===== config.mk =====
export PLATFORM = sky130hd
export DESIGN_NAME = fpDivTop
export DESIGN_NICKNAME = d
export VERILOG_FILES = /design/src/hw/fpDivPkg.sv /design/src/hw/divCtrl.sv /design/src/hw/iterCounter.sv /design/src/hw/quotientIter.sv /design/src/hw/subnormShift.sv /design/src/hw/shiftCorrection.sv /design/src/hw/resultPack.sv /design/src/hw/fpDivTop.sv
export VERILOG_INCLUDE_DIRS = /design/src /design/src/hw
export SDC_FILE = /design/constraint.sdc
export NUM_CORES = 1
export LEC_CHECK = 0
export ABC_AREA = 1
export BUFFER_PORTS_ARGS = -buffer_cell sky130_fd_sc_hd__clkbuf_2
export CAP_MARGIN = 30
export CORE_ASPECT_RATIO = 0.75
export CORE_UTILIZATION = 45
export DETAILED_ROUTE_END_ITERATION = 16
export PLACE_DENSITY = 0.63
export SLEW_MARGIN = 20
export SYNTH_ARGS = -nofsm -noshare
export SYNTH_HDL_FRONTEND = slang
export SYNTH_HIERARCHICAL = 1
export SYNTH_SLANG_ARGS = --single-unit

===== constraint.sdc =====
create_clock -name clk -period 4.75 [get_ports clk]
set_clock_uncertainty 0.1 [all_clocks]
set_input_delay 0.2375 -clock clk [delete_from_list [all_inputs] [get_ports clk]]
set_output_delay 0.2375 -clock clk [all_outputs]
set_load 0.05 [all_outputs]

===== src/hw/fpDiv_cfg.svh =====
// binary16 layout constants for the divide unit
// the datapath is tied to these values, so changing them alone does not retarget the format
`ifndef FPDIV_CFG_SVH
`define FPDIV_CFG_SVH

// exponent and fraction field widths
`define FP_NE 5
`define FP_NF 10

// exponent bias of the format
`define FP_BIAS 15

// quotient bits made by the restoring divide
// integer bit at the top, set for a quotient of at least 1
`define FP_QBITS 14

// largest biased exponent, the infinity encoding
`define FP_EMAX 31

`endif


===== src/hw/fpDivPkg.sv =====
// shared types of the half-precision divide unit
// widths follow the macros of the config header
`default_nettype none

`include "fpDiv_cfg.svh"

package fpDivPkg;

  // packed binary16 word, sign on top
  typedef struct packed {
    logic              sign;
    logic [`FP_NE-1:0] exp;
    logic [`FP_NF-1:0] frac;
  } fp16T;

  // mantissa with its hidden bit
  typedef logic [`FP_NF:0] mantT;

  // signed working exponent, two extra bits for under- and overflow
  typedef logic signed [`FP_NE+1:0] expT;

  // raw quotient and the corrected mantissa
  typedef logic [`FP_QBITS-1:0] quotT;
  typedef logic [`FP_QBITS-1:0] corrT;

  // exception flags of one result
  typedef struct packed {
    logic overflow;
    logic underflow;
    logic inexact;
  } flagsT;

endpackage

`default_nettype wire


===== src/hw/divCtrl.sv =====
// sequencer of the divide unit: idle, iterate, pack, done
// start is only taken in idle, a start while busy is dropped
// done follows the pack cycle by exactly one clock
`timescale 1ns/1ps
`default_nettype none

module divCtrl (
  input  logic clk,
  input  logic arstN,
  input  logic start,
  input  logic lastIter,
  output logic load,
  output logic iterEn,
  output logic packEn,
  output logic busy,
  output logic done
);

  typedef enum logic [1:0] {
    sIdle,
    sIter,
    sPack,
    sDone
  } stateT;

  stateT state;
  stateT stateNext;

  ////////////////////////////////////////
  // state register
  ////////////////////////////////////////
  always_ff @(posedge clk or negedge arstN) begin
    if (!arstN) state <= sIdle;
    else        state <= stateNext;
  end

  // next state
  always_comb begin
    stateNext = state;
    case (state)
      sIdle: if (start) stateNext = sIter;
      // leave after the step where the counter reads zero
      sIter: if (lastIter) stateNext = sPack;
      sPack: stateNext = sDone;
      sDone: stateNext = sIdle;
      default: stateNext = sIdle;
    endcase
  end

  ////////////////////////////////////////
  // decoded outputs
  ////////////////////////////////////////
  // operands are captured in the same cycle start is seen
  assign load   = (state == sIdle) & start;
  assign iterEn = (state == sIter);
  assign packEn = (state == sPack);
  assign busy   = (state != sIdle);
  assign done   = (state == sDone);

  // the result register must have been written the cycle before done
  doneAfterPack: assert property (@(posedge clk) disable iff (!arstN)
    done |-> $past(packEn))
    else $error("done raised without a pack cycle before it");

endmodule

`default_nettype wire


===== src/hw/iterCounter.sv =====
// counts the quotient steps down from FP_QBITS-1
// one spare top bit marks a count that has run past zero
`timescale 1ns/1ps
`default_nettype none

`include "fpDiv_cfg.svh"

module iterCounter (
  input  logic clk,
  input  logic arstN,
  input  logic load,
  input  logic iterEn,
  output logic lastIter
);

  localparam int cntW = $clog2(`FP_QBITS) + 1;

  logic [cntW-1:0] cnt;

  // resets to all ones so lastIter stays low while idle
  always_ff @(posedge clk or negedge arstN) begin
    if (!arstN)      cnt <= '1;
    else if (load)   cnt <= cntW'(`FP_QBITS - 1);
    else if (iterEn) cnt <= cnt - 1'b1;
  end

  assign lastIter = (cnt == '0);

  // the sequencer must stop stepping once the final bit is made
  noStepPastZero: assert property (@(posedge clk) disable iff (!arstN)
    iterEn |-> !cnt[cntW-1])
    else $error("quotient step requested after the last iteration");

endmodule

`default_nettype wire


===== src/hw/quotientIter.sv =====
// radix-2 restoring divide of the two mantissas, one quotient bit per iterEn
// operands are taken as normal, finite and non-zero, no special cases here
// qm ends as floor(mantA * 2^(FP_QBITS-1) / mantB)
`timescale 1ns/1ps
`default_nettype none

`include "fpDiv_cfg.svh"

module quotientIter (
  input  logic            clk,
  input  logic            arstN,
  input  logic            load,
  input  logic            iterEn,
  input  fpDivPkg::fp16T  a,
  input  fpDivPkg::fp16T  b,
  output fpDivPkg::quotT  qm,
  output logic            remNz,
  output fpDivPkg::expT   divUe,
  output logic            sign
);

  import fpDivPkg::*;

  mantT mantA;
  mantT mantB;
  mantT mantBReg;
  expT  expDiff;

  // partial remainder, always below twice the divisor
  logic [`FP_NF+1:0] rem;
  logic [`FP_NF+1:0] remSub;
  logic              geB;

  ////////////////////////////////////////
  // operand unpack
  ////////////////////////////////////////
  assign mantA = {1'b1, a.frac};
  assign mantB = {1'b1, b.frac};

  // biased exponent of the raw quotient, range -14 to 44
  assign expDiff = expT'({2'b00, a.exp}) - expT'({2'b00, b.exp}) + expT'(`FP_BIAS);

  ////////////////////////////////////////
  // restoring step
  ////////////////////////////////////////
  // compare and subtract, the remainder after it is below mantB
  assign geB    = (rem >= {1'b0, mantBReg});
  assign remSub = geB ? rem - {1'b0, mantBReg} : rem;

  always_ff @(posedge clk or negedge arstN) begin
    if (!arstN) begin
      qm    <= '0;
      rem   <= '0;
      sign  <= 1'b0;
      divUe <= '0;
    end else if (load) begin
      qm    <= '0;
      rem   <= {1'b0, mantA};
      sign  <= a.sign ^ b.sign;
      divUe <= expDiff;
    end else if (iterEn) begin
      // new bit enters at the bottom, remainder doubles for the next weight
      qm  <= {qm[`FP_QBITS-2:0], geB};
      rem <= {remSub[`FP_NF:0], 1'b0};
    end
  end

  // divisor held for the whole iteration
  always_ff @(posedge clk) begin
    if (load) mantBReg <= mantB;
  end

  // doubling keeps zero at zero, so the last remainder is exact for this test
  assign remNz = |rem;

endmodule

`default_nettype wire


===== src/hw/subnormShift.sv =====
// subnormal detection and right shift of the raw quotient
// a subnormal result leaves with its fraction in the top FP_NF bits of shifted
// a shift wider than the quotient gives zero, all bits go to sticky
`timescale 1ns/1ps
`default_nettype none

`include "fpDiv_cfg.svh"

module subnormShift (
  input  fpDivPkg::quotT qm,
  input  fpDivPkg::expT  divUe,
  output fpDivPkg::quotT shifted,
  output logic           divResSubnorm,
  output logic           divSubnormShiftPos,
  output logic           stickyShift
);

  import fpDivPkg::*;

  expT  normExp;
  expT  sAmt;
  quotT shiftedRaw;

  // quotient with one extra low bit, so exponent 1 with qm below 1 needs no left shift
  logic [`FP_QBITS:0] ext;
  logic [`FP_QBITS:0] lowMask;

  // exponent after normalizing a quotient in [0.5, 1)
  assign normExp = qm[`FP_QBITS-1] ? divUe : divUe - expT'(1);

  assign divResSubnorm = (normExp < expT'(1));

  // distance down to exponent 1, only looked at for subnormal results
  assign sAmt = expT'(1) - divUe;

  assign divSubnormShiftPos = (sAmt <= expT'(`FP_QBITS));

  assign ext        = {qm, 1'b0};
  assign shiftedRaw = quotT'(ext >> sAmt);
  // marks the bits that fall off the bottom
  assign lowMask    = ~({(`FP_QBITS+1){1'b1}} << sAmt);

  always_comb begin
    if (!divResSubnorm) begin
      shifted     = qm;
      stickyShift = 1'b0;
    end else if (!divSubnormShiftPos) begin
      // underflow to zero, qm is never zero so sticky is set
      shifted     = '0;
      stickyShift = |qm;
    end else begin
      shifted     = shiftedRaw;
      stickyShift = |(ext & lowMask);
    end
  end

endmodule

`default_nettype wire


===== src/hw/shiftCorrection.sv =====
// normalization fix of the divide quotient, which lies in [0.5, 2)
// normal results drop the hidden bit off the top of mf
// subnormal results are already aligned by the subnormal shift
`timescale 1ns/1ps
`default_nettype none

`include "fpDiv_cfg.svh"

module shiftCorrection (
  input  fpDivPkg::quotT shifted,
  input  logic           divResSubnorm,
  input  fpDivPkg::expT  divUe,
  input  logic           divSubnormShiftPos,
  output fpDivPkg::corrT mf,
  output fpDivPkg::expT  ue
);

  import fpDivPkg::*;

  corrT corrQm1;
  corrT corrQm2;
  logic topBit;

  // integer bit of the quotient, set for a quotient of at least 1
  assign topBit = shifted[`FP_QBITS-1];

  // one place left for [1, 2), two places for [0.5, 1)
  assign corrQm1 = {shifted[`FP_QBITS-2:0], 1'b0};
  assign corrQm2 = {shifted[`FP_QBITS-3:0], 2'b00};

  ////////////////////////////////////////
  // mantissa select
  ////////////////////////////////////////
  always_comb begin
    if (divResSubnorm) mf = shifted;
    else if (topBit)   mf = corrQm1;
    else               mf = corrQm2;
  end

  ////////////////////////////////////////
  // exponent
  ////////////////////////////////////////
  // subnormal results carry a zero exponent field
  // a quotient below 1 costs one from the exponent
  always_comb begin
    if (divResSubnorm & divSubnormShiftPos) ue = '0;
    else if (topBit)                        ue = divUe;
    else                                    ue = divUe - expT'(1);
  end

endmodule

`default_nettype wire


===== src/hw/resultPack.sv =====
// packs sign, exponent and fraction with round toward zero
// overflow saturates to signed infinity, result and flags held until the next pack
`timescale 1ns/1ps
`default_nettype none

`include "fpDiv_cfg.svh"

module resultPack (
  input  logic            clk,
  input  logic            arstN,
  input  logic            packEn,
  input  logic            sign,
  input  fpDivPkg::corrT  mf,
  input  fpDivPkg::expT   ue,
  input  logic            divResSubnorm,
  input  logic            remNz,
  input  logic            stickyShift,
  output fpDivPkg::fp16T  result,
  output fpDivPkg::flagsT flags
);

  import fpDivPkg::*;

  fp16T  resNext;
  flagsT flagsNext;
  logic  ovf;
  logic  lostBits;

  assign ovf = (ue >= expT'(`FP_EMAX));
  // bits below the fraction that truncation throws away
  assign lostBits = |mf[`FP_QBITS-`FP_NF-1:0];

  always_comb begin
    resNext.sign = sign;
    if (ovf) begin
      resNext.exp  = `FP_NE'(`FP_EMAX);
      resNext.frac = '0;
    end else begin
      // zero exponent field for subnormal and flushed results
      resNext.exp  = divResSubnorm ? '0 : ue[`FP_NE-1:0];
      resNext.frac = mf[`FP_QBITS-1 -: `FP_NF];
    end
    flagsNext.overflow  = ovf;
    flagsNext.inexact   = ovf | remNz | stickyShift | lostBits;
    flagsNext.underflow = divResSubnorm & (remNz | stickyShift | lostBits);
  end

  // output register, written in the pack cycle
  always_ff @(posedge clk or negedge arstN) begin
    if (!arstN) begin
      result <= '0;
      flags  <= '0;
    end else if (packEn) begin
      result <= resNext;
      flags  <= flagsNext;
    end
  end

endmodule

`default_nettype wire


===== src/hw/fpDivTop.sv =====
// half-precision divide, normal finite non-zero operands, round toward zero
// done comes FP_QBITS+2 cycles after an accepted start, no back-pressure
// a start while busy is ignored
`timescale 1ns/1ps
`default_nettype none

module fpDivTop (
  input  logic            clk,
  input  logic            arstN,
  input  logic            start,
  input  fpDivPkg::fp16T  a,
  input  fpDivPkg::fp16T  b,
  output logic            busy,
  output logic            done,
  output fpDivPkg::fp16T  result,
  output fpDivPkg::flagsT flags
);

  import fpDivPkg::*;

  // control
  logic load;
  logic iterEn;
  logic lastIter;
  logic packEn;

  // divide datapath
  quotT qm;
  quotT shifted;
  corrT mf;
  expT  divUe;
  expT  ue;
  logic remNz;
  logic sign;
  logic divResSubnorm;
  logic divSubnormShiftPos;
  logic stickyShift;

  ////////////////////////////////////////
  // sequencing
  ////////////////////////////////////////
  divCtrl uCtrl (
    .clk(clk), .arstN(arstN), .start(start), .lastIter(lastIter),
    .load(load), .iterEn(iterEn), .packEn(packEn), .busy(busy), .done(done)
  );

  iterCounter uCnt (
    .clk(clk), .arstN(arstN), .load(load), .iterEn(iterEn), .lastIter(lastIter)
  );

  ////////////////////////////////////////
  // quotient and post-processing
  ////////////////////////////////////////
  quotientIter uIter (
    .clk(clk), .arstN(arstN), .load(load), .iterEn(iterEn), .a(a), .b(b),
    .qm(qm), .remNz(remNz), .divUe(divUe), .sign(sign)
  );

  // combinational from the held quotient, settles before the pack edge
  subnormShift uSub (
    .qm(qm), .divUe(divUe), .shifted(shifted), .divResSubnorm(divResSubnorm),
    .divSubnormShiftPos(divSubnormShiftPos), .stickyShift(stickyShift)
  );

  shiftCorrection uCorr (
    .shifted(shifted), .divResSubnorm(divResSubnorm), .divUe(divUe),
    .divSubnormShiftPos(divSubnormShiftPos), .mf(mf), .ue(ue)
  );

  resultPack uPack (
    .clk(clk), .arstN(arstN), .packEn(packEn), .sign(sign), .mf(mf), .ue(ue),
    .divResSubnorm(divResSubnorm), .remNz(remNz), .stickyShift(stickyShift),
    .result(result), .flags(flags)
  );

endmodule

`default_nettype wire


==> summary.md <==
| Metric | Value |
|---|---|
| Violations in the final reports | hold timing |
| Post-synth EDFFs | 10 |
| Largest net degree at the start of global routing | 61 |
| Fin cells | roughly 1.1k |
| Post-synthesis sequential area ratio | 0.3065 |
| IO Port Bufs | 55 |
| Overall Global Routing Usage | 0.2410 |
| Iter 0 DRT Violations | 531 |
| Status | finished with violations |
| # resized after CTS | 0 |
| Unique masters post-synth | between 50 and 60 |
| Peak VDD IR | between 0.3 and 0.4 mV |
| Syn Inst Count | roughly 860 |
| # DRC | 0 |
| Fin Hold WS | -0.01995 ns |
| Max Cap Viol | 0 |
| Setup Fix Bufs, Post-CTS | 0 |
| Worst-Margin Slew | around 0.94 ns |
| Synthesized net count | just over 900 |
| WP data required | between 4 and 5 ns |
| PwrDens | approximately 800 mW/mm^2 |
| RSZ-0062 raised after global routing | false |
| Mapped Area | 0.005898 mm^2 |
| FMAX | 238.5 MHz |
| Post-route setup TNS | 0 ns |
| First-pass GRT wire length | 26000 um |
| Comb power frac | 0.660 |
| Antenna Nets Post-Route | 0 |
| Post-route minimum period | 4.192 ns |
| Post-Syn Area per Cell | slightly below 7 um^2 |
| Net Sw Frac | 0.5539 |
| Hold Path Class | in2async |
| Die height | just over 100 um |
| Pwr Total | ~5.3 mW |
| CTS Buf Count | 9 |
| Drt pass-1 iters | 5 |
| Routability cong. | between 0.9 and 1 |
| Worst path arrival time | approximately 4.3 ns |
| Vias post-DR | 5714 |
| Core Footprint | 0.01252 mm^2 |
| Worst-path clk slew | 0.06 ns |
| Static Leakage | 3.266 nW |
| Int Pwr | ~2.4 mW |
| Synth Register Bits | 70 |
| Most common cell after layout, fill and taps aside | nand2_1 |
| ANT cells | 0 |
| Initial antenna violation count | 0 |
| Wirelength, routed | around 15000 um |
| Row count | 35 |
| Vias per cell | between 5 and 6 |
| Final period utilization | 0.8826 |
| Crit start category | flip-flop |
| Final hold vios | 50 |
| CTS Hold Bufs | 10 |
| Clock Root Buffer | clkbuf_16 |
| Die W | about 130 um |
| Most frequent cells in the layout | 234 x nand2_1, 116 x inv_1, 77 x nor2_1 |
| Vias in the first global route | 5283 |
| Sink Count | 70 |
| DP Cell Count | about 1.1k |
| Global route overflow | 0 |
| Ports | 56 |
| Kind of critical path | reg2reg |
| Psw | between 2 and 3 mW |
| Async set-or-reset flop fraction in the synthesized netlist | 0.8571 |
| Flop pwr share | 0.211 |
| Synth warn | 6 |
| Die area | between 0.01 and 0.015 mm^2 |
| Slew headroom | 0.3726 |
| Clk buf depth | 2 |
| CP Max Fanout | 18 |
| Routed len/inst | 13.96 um |
| CTS tree | yes |
| HPWL after detailed placement | 11270 um |
| Clk_lat worst skew | 0.34 ns |
| Max-slew violations | 0 |
| Net count, final | about 980 |
| Initial Utilization | 0.4709 |
| CP endpoint kind | flip-flop |
| Count of final setup violators | 0 |
| Fillers | roughly 1.3k |
| Top FF cell, synth | dfrtp_1 |
| H-tree levels | 3 |
| Share of cells above drive strength 1 | 0.1555 |
| Clock share of power | 0.129 |
| Layout area overhead | 13.00% |
==> power by group through the flow <==
stage / registers (mW) / logic (mW) / clock network, mW
6_report: 1.12 / 3.50 / 0.682
5_1_grt: 1.16 / 3.92 / 0.727
3_3_place_gp: 1.12 / 3.42 / 0
4_1_cts: 1.12 / 3.45 / 0.702
2_1_floorplan: 1.26 / 2.62 / 0
3_5_place_dp: 1.12 / 3.43 / 0
==> logic make-up (layout without fill, tap and decap cells) <==
| logic type | count (synthesis) | after routing | share of synthesized area |
|---|---|---|---|
| simple gates | 437 | 437 | 0.3356 |
| fa+ha+maj | 28 | 28 | 0.06194 |
| xor+xnor | 9 | 9 | 0.01464 |
| compound gates | 162 | 162 | 0.1665 |
| buf+inv | 155 | 220 | 0.1148 |
| flops | 70 | 70 | 0.3065 |
==> Yosys cell counts, drive strengths merged, types with 4 or more instances <==
cell type / n / area, um^2
xor2: 4 / 35.03
nor3: 7 / 35.03
nand2: 249 / 987.2
buf: 23 / 181.4
a22oi: 8 / 60.06
a21oi: 60 / 360.3
ha: 26 / 325.3
dfrtp: 55 / 1376
clkbuf: 4 / 15.01
o21ai: 58 / 290.3
o22ai: 18 / 131.4
nand4: 12 / 75.07
nand3: 75 / 460.4
xnor2: 5 / 51.30
nor2: 82 / 344.1
nor4: 6 / 37.54
edfxtp: 10 / 300.3
inv: 127 / 476.7
o211ai: 5 / 37.54
dfstp: 5 / 131.4
==> through the flow <==
stage	utilization	instance area, um^2	setup slack [ns]	hold slack, ns
floorplan	-	5898	1.202	-0.1581
global placement	0.5004	6267	0.7631	0.3143
detailed placement	0.5004	6267	0.6208	0.3166
CTS	0.5322	6665	0.6123	0.003782
global route	0.5322	6665	0.1371	0.01349
finish	0.5322	6665	0.5579	-0.01995
==> final timing paths <==
kind,startpoint,endpoint,slack (ns),cells past startpoint
max reg2reg,uIter/divUe[2],uPack/result[9],0.56,23
min in group clk,a[0],uIter/rem[0],0.01,3
min reg2reg,uPack/result[15],uPack/result[15],0.37,2
min,arstN,uIter/qm[8],-0.02,2
max,uIter/divUe[2],uPack/result[9],0.56,23
max in group asynchronous,arstN,uPack/result[14],4.05,2
==> cell type report <==
class                   count  area [um^2]  area share
flip-flops and latches     70         1808      0.2713
inverters                 128        480.5     0.07209
well taps                 166        207.7     0.03116
repair buffers             76        457.9     0.06871
multi-input cells         636         3413      0.5121
clock inverters             6        68.82     0.01032
clock buffers              10        229.0     0.03435
==> sequential cells by signal, summed over array words and instances (netlist names) <==
register / count
uCnt/cnt: 5
uCtrl/state: 2
uIter/divUe: 7
uIter/mantBReg: 10
uIter/qm: 14
uIter/rem: 12
uIter/sign: 1
uPack/flags: 3
uPack/result: 16
==> critical path, cell delays in order, from the launching register on <==
cell and delay, ns:
dfrtp_1 0.47, inv_1 0.09, ha_1 0.24, xnor2_2 0.73, nand2_1 0.10, nand3_1 0.12, nand2_1 0.05, nor2_1 0.16
inv_2 0.08, nand3_4 0.11, nor2_8 0.06, nand4_1 0.10, o21ai_1 0.07, buf_4 0.20, inv_2 0.25, nand3_2 0.12
nor2_1 0.14, nor2_1 0.06, nor2_1 0.17, nand3_1 0.10, o21bai_2 0.16, nand2_4 0.20, nand3_1 0.14, nand2_1 0.05
==> routing by layer <==
metal,global-route usage,up-vias,part of all wire
met5,0,-,0
met1,0.3721,2577,0.54
met4,0.05964,0,0.010
met3,0.04104,15,0.060
met2,0.3444,185,0.39
li1,-,2937,-
Power figures use the tool's default switching activity.
